`src/float_pkg.sv`:
```
// single-precision format only; no NaN/inf classes here, exp 255 is just a large exponent
package float_pkg;

    // word layout
    localparam int float_width      = 32;
    localparam int float_exp_width  = 8;
    localparam int float_mant_width = 23;

    // all-ones exponent, reached by saturation only
    localparam int float_exp_max = 255;

    // working mantissa inside the adder
    // [overflow][hidden one][stored mantissa][guard]
    localparam int mant_ext_width = float_mant_width + 3;

    // sign / exponent / mantissa view of a word
    typedef struct packed {
        logic                        sign;
        logic [float_exp_width-1:0]  exp;
        logic [float_mant_width-1:0] mant;
    } float_fields_t;

    // same 32 bits, either as a raw bus word or split into fields
    // raw is what travels on the ports, fields is what the datapath decodes
    typedef union packed {
        logic [float_width-1:0] raw;
        float_fields_t          fields;
    } float_word_u;

endpackage
```
`src/fpu_op_pkg.sv`:
```
// request/response records of the add unit; tags are opaque and only carried through
package fpu_op_pkg;

    import float_pkg::*;

    localparam int tag_width = 4;

    // subtract is folded into add at issue
    typedef enum logic {
        op_add = 1'b0,
        op_sub = 1'b1
    } fpu_op_e;

    // request from outside, valid is a one-cycle strobe
    typedef struct packed {
        logic                 valid;
        fpu_op_e              op;
        logic [tag_width-1:0] tag;
        float_word_u          a;
        float_word_u          b;
    } fpu_req_t;

    // operands after subnormal flush and sign fold
    typedef struct packed {
        logic                 valid;
        logic [tag_width-1:0] tag;
        float_word_u          a;
        float_word_u          b;
    } add_req_t;

    // raw adder result, exponent range still unchecked
    typedef struct packed {
        logic                 valid;
        logic [tag_width-1:0] tag;
        float_word_u          result;
        logic                 exp_over;
        logic                 exp_under;
    } add_rsp_t;

    typedef struct packed {
        logic zero;
        logic negative;
        logic overflow;
        logic underflow;
    } fpu_flags_t;

    typedef struct packed {
        logic                 valid;
        logic [tag_width-1:0] tag;
        float_word_u          result;
        fpu_flags_t           flags;
    } fpu_rsp_t;

endpackage

```
`src/fpu_top.sv`:
```
// fixed five-cycle latency, one request per cycle accepted, results in request order
module fpu_top
    import fpu_op_pkg::*;
(
    input  logic     clk,
    input  logic     rst,
    input  fpu_req_t req,
    output fpu_rsp_t rsp
);

    // issue -> adder
    add_req_t add_req;
    // adder -> retire
    add_rsp_t add_rsp;

    // flush and sign fold, 1 cycle
    fpu_issue issue_i (
        .clk     (clk),
        .rst     (rst),
        .req     (req),
        .add_req (add_req)
    );

    // align, add, normalize, 3 cycles
    float_add_pipeline adder_i (
        .clk     (clk),
        .rst     (rst),
        .add_req (add_req),
        .add_rsp (add_rsp)
    );

    // saturate, flush, flags, 1 cycle
    fpu_retire retire_i (
        .clk     (clk),
        .rst     (rst),
        .add_rsp (add_rsp),
        .rsp     (rsp)
    );

endmodule

```
`src/fpu_retire.sv`:
```
// exponent overflow saturates to signed infinity and underflow flushes to signed zero, no traps
module fpu_retire
    import float_pkg::*;
    import fpu_op_pkg::*;
(
    input  logic     clk,
    input  logic     rst,
    input  add_rsp_t add_rsp,
    output fpu_rsp_t rsp
);

    float_word_u final_w;
    fpu_flags_t  flags_n;

    always_comb begin
        final_w = add_rsp.result;
        if (add_rsp.exp_over) begin
            // infinity keeps the sign of the sum
            final_w.fields.exp  = float_exp_max[float_exp_width-1:0];
            final_w.fields.mant = '0;
        end else if (add_rsp.exp_under) begin
            final_w.fields.exp  = '0;
            final_w.fields.mant = '0;
        end
    end

    // flags come from the word actually returned
    always_comb begin
        flags_n.zero      = (final_w.fields.exp == '0) && (final_w.fields.mant == '0);
        flags_n.negative  = final_w.fields.sign;
        flags_n.overflow  = add_rsp.exp_over;
        flags_n.underflow = add_rsp.exp_under;
    end

    always_ff @(posedge clk or negedge rst) begin
        if (!rst) begin
            rsp <= '0;
        end else begin
            rsp.valid <= add_rsp.valid;
            // result is held between strobes
            if (add_rsp.valid) begin
                rsp.tag    <= add_rsp.tag;
                rsp.result <= final_w;
                rsp.flags  <= flags_n;
            end
        end
    end

endmodule

```
`src/float_add_pipeline.sv`:
```
// truncating add of normal operands only, inputs must already be subnormal-flushed
module float_add_pipeline
    import float_pkg::*;
    import fpu_op_pkg::*;
(
    input  logic     clk,
    input  logic     rst,
    input  add_req_t add_req,
    output add_rsp_t add_rsp
);

    typedef logic [mant_ext_width-1:0]         mant_t;
    typedef logic [$clog2(mant_ext_width)-1:0] shift_t;
    // one extra bit so exponent carry and borrow are visible
    typedef logic [float_exp_width:0]          exp_ext_t;

    // align -> add
    typedef struct packed {
        logic                       valid;
        logic [tag_width-1:0]       tag;
        logic                       sign_a;
        logic                       sign_b;
        logic [float_exp_width-1:0] exp;
        mant_t                      mant_a;
        mant_t                      mant_b;
    } align_t;

    // add -> normalize
    typedef struct packed {
        logic                       valid;
        logic [tag_width-1:0]       tag;
        logic                       sign;
        logic [float_exp_width-1:0] exp;
        mant_t                      mant;
    } sum_t;

    align_t   align_n, align_q;
    sum_t     sum_n, sum_q;
    add_rsp_t norm_n;
    mant_t    norm_mant;
    exp_ext_t norm_exp;
    shift_t   norm_shift;

    // distance of the highest set bit below the carry from the hidden-one slot
    function automatic shift_t lead_shift(input mant_t m);
        shift_t s;
        s = '0;
        // ascending scan, the last hit is the highest one
        for (int i = 0; i < mant_ext_width - 1; i++) begin
            if (m[i]) begin
                s = shift_t'(mant_ext_width - 2 - i);
            end
        end
        return s;
    endfunction

    // align stage
    always_comb begin
        align_n.valid  = add_req.valid;
        align_n.tag    = add_req.tag;
        align_n.sign_a = add_req.a.fields.sign;
        align_n.sign_b = add_req.b.fields.sign;
        // hidden one only for a nonzero exponent, a zero operand stays all zero
        align_n.mant_a = {1'b0, add_req.a.fields.exp != '0, add_req.a.fields.mant, 1'b0};
        align_n.mant_b = {1'b0, add_req.b.fields.exp != '0, add_req.b.fields.mant, 1'b0};
        if (add_req.a.fields.exp >= add_req.b.fields.exp) begin
            align_n.exp    = add_req.a.fields.exp;
            align_n.mant_b = align_n.mant_b >> (add_req.a.fields.exp - add_req.b.fields.exp);
        end else begin
            align_n.exp    = add_req.b.fields.exp;
            align_n.mant_a = align_n.mant_a >> (add_req.b.fields.exp - add_req.a.fields.exp);
        end
    end

    // add stage, sign-magnitude
    always_comb begin
        sum_n.valid = align_q.valid;
        sum_n.tag   = align_q.tag;
        sum_n.exp   = align_q.exp;
        if (align_q.sign_a == align_q.sign_b) begin
            sum_n.sign = align_q.sign_a;
            sum_n.mant = align_q.mant_a + align_q.mant_b;
        end else if (align_q.mant_a > align_q.mant_b) begin
            sum_n.sign = align_q.sign_a;
            sum_n.mant = align_q.mant_a - align_q.mant_b;
        end else if (align_q.mant_b > align_q.mant_a) begin
            sum_n.sign = align_q.sign_b;
            sum_n.mant = align_q.mant_b - align_q.mant_a;
        end else begin
            // exact cancellation is +0
            sum_n.sign = 1'b0;
            sum_n.mant = '0;
        end
    end

    // normalize stage
    always_comb begin
        norm_mant        = sum_q.mant;
        norm_exp         = exp_ext_t'(sum_q.exp);
        norm_shift       = '0;
        norm_n.valid     = sum_q.valid;
        norm_n.tag       = sum_q.tag;
        norm_n.exp_under = 1'b0;
        if (sum_q.mant[mant_ext_width-1]) begin
            // carry out, one step right
            norm_mant = sum_q.mant >> 1;
            norm_exp  = norm_exp + 1'b1;
        end else if (sum_q.mant != '0) begin
            norm_shift       = lead_shift(sum_q.mant);
            norm_mant        = sum_q.mant << norm_shift;
            norm_n.exp_under = exp_ext_t'(norm_shift) >= norm_exp;
            norm_exp         = norm_exp - exp_ext_t'(norm_shift);
        end
        norm_n.exp_over = !norm_n.exp_under && (norm_exp >= exp_ext_t'(float_exp_max));
        // guard bit dropped here, plain truncation
        norm_n.result.fields.sign = sum_q.sign;
        norm_n.result.fields.exp  = norm_exp[float_exp_width-1:0];
        norm_n.result.fields.mant = norm_mant[float_mant_width:1];
        if (sum_q.mant == '0) begin
            norm_n.result.raw = '0;
        end
    end

    // three register ranks, valid and tag ride along
    always_ff @(posedge clk or negedge rst) begin
        if (!rst) begin
            align_q <= '0;
            sum_q   <= '0;
            add_rsp <= '0;
        end else begin
            align_q <= align_n;
            sum_q   <= sum_n;
            add_rsp <= norm_n;
        end
    end

endmodule

```
`src/fpu_issue.sv`:
```
// no back-pressure, a strobe is taken every cycle; subnormals become signed zeros
module fpu_issue
    import float_pkg::*;
    import fpu_op_pkg::*;
(
    input  logic     clk,
    input  logic     rst,
    input  fpu_req_t req,
    output add_req_t add_req
);

    float_word_u a_flush;
    float_word_u b_flush;

    // zero exponent means zero or subnormal, keep only the sign
    function automatic float_word_u flush_sub(input float_word_u w);
        float_word_u f;
        f = w;
        if (w.fields.exp == '0) begin
            f.fields.mant = '0;
        end
        return f;
    endfunction

    always_comb begin
        a_flush = flush_sub(req.a);
        b_flush = flush_sub(req.b);
        // a - b is a + (-b), adder never sees an opcode
        if (req.op == op_sub) begin
            b_flush.fields.sign = ~b_flush.fields.sign;
        end
    end

    // one register rank
    always_ff @(posedge clk or negedge rst) begin
        if (!rst) begin
            add_req <= '0;
        end else begin
            add_req.valid <= req.valid;
            // payload only moves on a strobe, held otherwise
            if (req.valid) begin
                add_req.tag <= req.tag;
                add_req.a   <= a_flush;
                add_req.b   <= b_flush;
            end
        end
    end

endmodule

```
`config.mk`:
```
export PLATFORM = sky130hd
export DESIGN_NAME = fpu_top
export DESIGN_NICKNAME = d
export VERILOG_FILES = /design/src/float_pkg.sv /design/src/fpu_op_pkg.sv /design/src/fpu_top.sv /design/src/fpu_retire.sv /design/src/float_add_pipeline.sv /design/src/fpu_issue.sv
export SDC_FILE = /design/constraint.sdc
export NUM_CORES = 1
export LEC_CHECK = 0
export BUFFER_PORTS_ARGS = -buffer_cell sky130_fd_sc_hd__buf_2
export CAP_MARGIN = 20
export CORE_ASPECT_RATIO = 0.5
export CORE_UTILIZATION = 42
export CTS_CLUSTER_DIAMETER = 40
export DETAILED_ROUTE_END_ITERATION = 10
export PLACE_DENSITY_LB_ADDON = 0.12
export SLEW_MARGIN = 0
export SYNTH_ARGS = -nofsm -noshare
export SYNTH_HDL_FRONTEND = slang
export SYNTH_SLANG_ARGS = --single-unit
```
`constraint.sdc`:
```
create_clock -name clk -period 9.4 [get_ports clk]
set_input_delay 1.88 -clock clk [delete_from_list [all_inputs] [get_ports clk]]
set_output_delay 1.88 -clock clk [all_outputs]
set_load 0.01 [all_outputs]
```
==> flow_metrics.tcl <==
set metrics [dict create \
    grt_pass1_vias 14800 \
    worstReg2RegEnd "adder_i.add_rsp[1]" \
    final_core_util_pct 48.5 \
    clk_path_buf_depth 3 \
    worst-path-stages 13 \
    r2r-start "adder_i.sum_q[21]" \
    coreArea_mm2 0.0411 \
    routed_wirelength_um 52500 \
    gr-usage-all-layers_pct 24.5 \
    cts_tree "built" \
    ys_types 92 \
    synth-seq-area-share_pct 35.6 \
    rr_worst_depth 13 \
    htreeDepth 1 \
    hold_viol 0 \
    drv_cap 0 \
    cp.arrival_ps 5120 \
    num_io_pins 113 \
    irDropWorstVdd_uv 172 \
    power_frac_clock_pct 20.7 \
    nets 2299 \
    period_needed_ps 4660 \
    vias_per_cell 5.68 \
    synthCells 2078 \
    period_share_pct 49.6 \
    grt_max_degree 177 \
    crit_end "adder_i.add_rsp[1]" \
    num_rows 52 \
    drtPass1Iterations 7 \
    root_buffer "clkbuf_16" \
    fmax_mhz 215 \
    wl_per_cell_um 19.3 \
    ys_warn_count 0 \
    start_util_pct 43.3 \
    switching_share_pct 44.7 \
    cp_num_buf_inv 1 \
    antenna_found_initial 4 \
    slew_violations 0 \
    cp-start-kind "register" \
    cts_setup_buffers 0 \
    tightest_slew_ps 1040 \
    pwr-share-comb_pct 51.6 \
    min-delay-path-class "register to register" \
    cts_num_sinks 253 \
    critical_path_class "register to register" \
    hpwl_um 39900 \
    whs_path_depth 0 \
    grt_pass1_wl_um 84000 \
    synthArstFlopShare_pct 100 \
    final_area_mm2 0.0199 \
    critPathMaxFanout 24 \
    synth_edf_count 0 \
    rrSetupSlack_ps 4740 \
    netlist_area_mm2 0.0178 \
    vias 15400 \
    ys_ff_latch 253 \
    fp.dieArea_mm2 0.0432 \
    intPower_mw 3.28 \
    netSwitchingPower_mw 2.64 \
    cp.required_ps 9860 \
    setup_viol 0 \
    grt_overflow 0 \
    synthFlopType "dfrtp_1" \
    power_mw 5.92 \
    end_kind "register" \
    cpMostUsedCell "nor4_1" \
    power_density_mw_per_mm2 297 \
    die_height_um 148 \
    max_stage_delay_ps 760 \
    fin_hold_ws_ps 342 \
    antenna_left 0 \
    syn-num-nets 2252 \
    ctsHoldBuffers 0 \
    placed_area_mm2 0.0188 \
    clock_latency_ps 570 \
    cts_buffers 28 \
    critical-path-top-delay-family "simple AND/OR/NAND/NOR gates" \
    drc_errors 0 \
    drt_iter0_markers 1241 \
    clock-skew-final_ps 23.8 \
    drive_gt1_share_pct 12.8 \
    portBuffers 112 \
    rsz0062_at_grt "no" \
    synth_area_per_cell_um2 8.56 \
    status "complete, no violations" \
    crit_chain "nor4_1 -> a21boi_2 -> inv_2 -> ha_1 -> nor2b_1 -> o21ai_0 -> nand2b_1 -> a21o_1 -> nor4_1 -> a31oi_1 -> xor2_1 -> or4_1 -> o31ai_1" \
    fp.dieW_um 293 \
    slew_headroom_pct 30.7 \
    total_leakage_power_nw 9.03 \
    fin_setup_tns_ps 0 \
    pwr-share-seq_pct 27.7 \
    cts.clk_slew.worst_paths_ps 70 \
    cts_resized 0 \
    critical_path.startpoint "adder_i.sum_q[21]" \
    gp_congestion 0.936 \
    area_growth_syn_to_layout_pct 12.0 \
    critPathSlowestCell "nor4_1" \
]
==> kinds of logic (layout without fill, tap and decap cells) <==
kind of cell / Yosys count / after routing / synth area share (%)
XOR/XNOR: 35 / 35 / 1.72
multiplexers: 113 / 113 / 8.41
AND/OR/NAND/NOR: 607 / 607 / 16.2
adder cells (fa/ha/maj): 102 / 102 / 7.43
buffers and inverters: 305 / 373 / 6.81
other: 0 / 3 / 0
flip-flops: 253 / 253 / 35.6
AO/OA/AOI/OAI: 663 / 663 / 23.8
==> cells in the mapped netlist, types with 17 or more instances <==
master	n	area [µm²]
dfrtp_1	253	6330
nand2_1	235	882
o21ai_0	199	996
inv_1	181	679
a21oi_1	151	756
nor2_1	135	507
ha_1	96	1200
clkbuf_1	80	300
mux2i_1	64	641
nor3_1	40	200
nand3_1	34	170
o211ai_1	29	218
mux4_2	27	608
nor4_1	26	163
buf_2	25	125
o21a_1	24	180
a21o_1	23	173
xnor2_1	23	201
mux2_2	22	248
nor2b_1	21	131
o21ai_1	21	105
and3_1	19	119
nand2b_1	18	113
a211oi_1	17	128
a31oi_1	17	106
o221ai_1	17	149
o22ai_1	17	106
==> worst min path at each step <==
stage                   startpoint             endpoint  slack [ps]
2_1_floorplan   adder_i.norm_n[34]  adder_i.add_rsp[34]         330
3_3_place_gp    adder_i.norm_n[36]  adder_i.add_rsp[36]         330
3_5_place_dp   adder_i.align_q[62]   adder_i.norm_n[34]         330
4_1_cts        adder_i.align_q[63]   adder_i.norm_n[35]         350
5_1_grt        adder_i.align_q[62]   adder_i.norm_n[34]         360
6_report       adder_i.align_q[63]   adder_i.norm_n[35]         340
==> metrics by stage <==
stage	worst slack (ps)	cells
global route	4290	2713
detailed placement	4720	2658
global placement	4810	2657
finish	4740	2716
CTS	4730	2709
floorplan	5520	2078
==> power groups by stage <==
| stage | Sequential [mW] | Combinational, mW | Clock, mW |
|---|---|---|---|
| floorplan | 1.61 | 2.17 | 0 |
| global placement | 1.65 | 3.01 | 0 |
| detailed placement | 1.66 | 2.98 | 0 |
| CTS | 1.64 | 3.00 | 1.26 |
| global route | 1.68 | 3.36 | 1.31 |
| finish | 1.64 | 3.05 | 1.23 |
==> registers in the layout, indices dropped and copies added, names as in the netlist <==
| signal | count |
|---|---|
| adder_i.sum_q | 35 |
| adder_i.add_rsp | 39 |
| adder_i.align_q | 65 |
| issue_i.add_req | 69 |
| adder_i.norm_n | 5 |
| retire_i.rsp | 40 |
==> per-layer routing <==
metal,share of wire [%],GRT usage (%)
met3,6.7,5.04
met2,42,35.7
met5,0.051,0
met1,50,37.1
met4,1.6,4.95
==> cells in the final DEF, fill, tap and decap left out, types with 22 or more instances in the layout <==
cell type	Yosys	final
dfrtp_1	253	253
nand2_1	235	235
o21ai_0	199	199
inv_1	181	181
a21oi_1	151	151
nor2_1	135	134
buf_2	25	111
ha_1	96	95
mux2i_1	64	64
nor3_1	40	40
nand3_1	34	34
o211ai_1	29	29
clkbuf_16	0	29
mux4_2	27	27
nor4_1	26	26
o21a_1	24	24
a21o_1	23	23
mux2_2	22	22
==> area by class of cell <==
class | count | area (µm²)
timing repair buffer | 137 | 798
clock buffer | 31 | 743
multi-input combinational | 1520 | 10300
clock inverter | 20 | 309
fill | 4006 | 21100
sequential | 253 | 6330
antenna | 3 | 7.51
tap | 567 | 709
inverter | 185 | 694
==> worst reg2reg max path, delay by kind of cell (launching register included) <==
family / cells / cell delay [ps]
compound gates: 5 / 1370
xor+xnor: 1 / 160
fa+ha+maj: 1 / 450
buf+inv: 1 / 420
flops: 1 / 440
simple gates: 5 / 1740
Note: power is estimated with default switching activity, not from simulation.
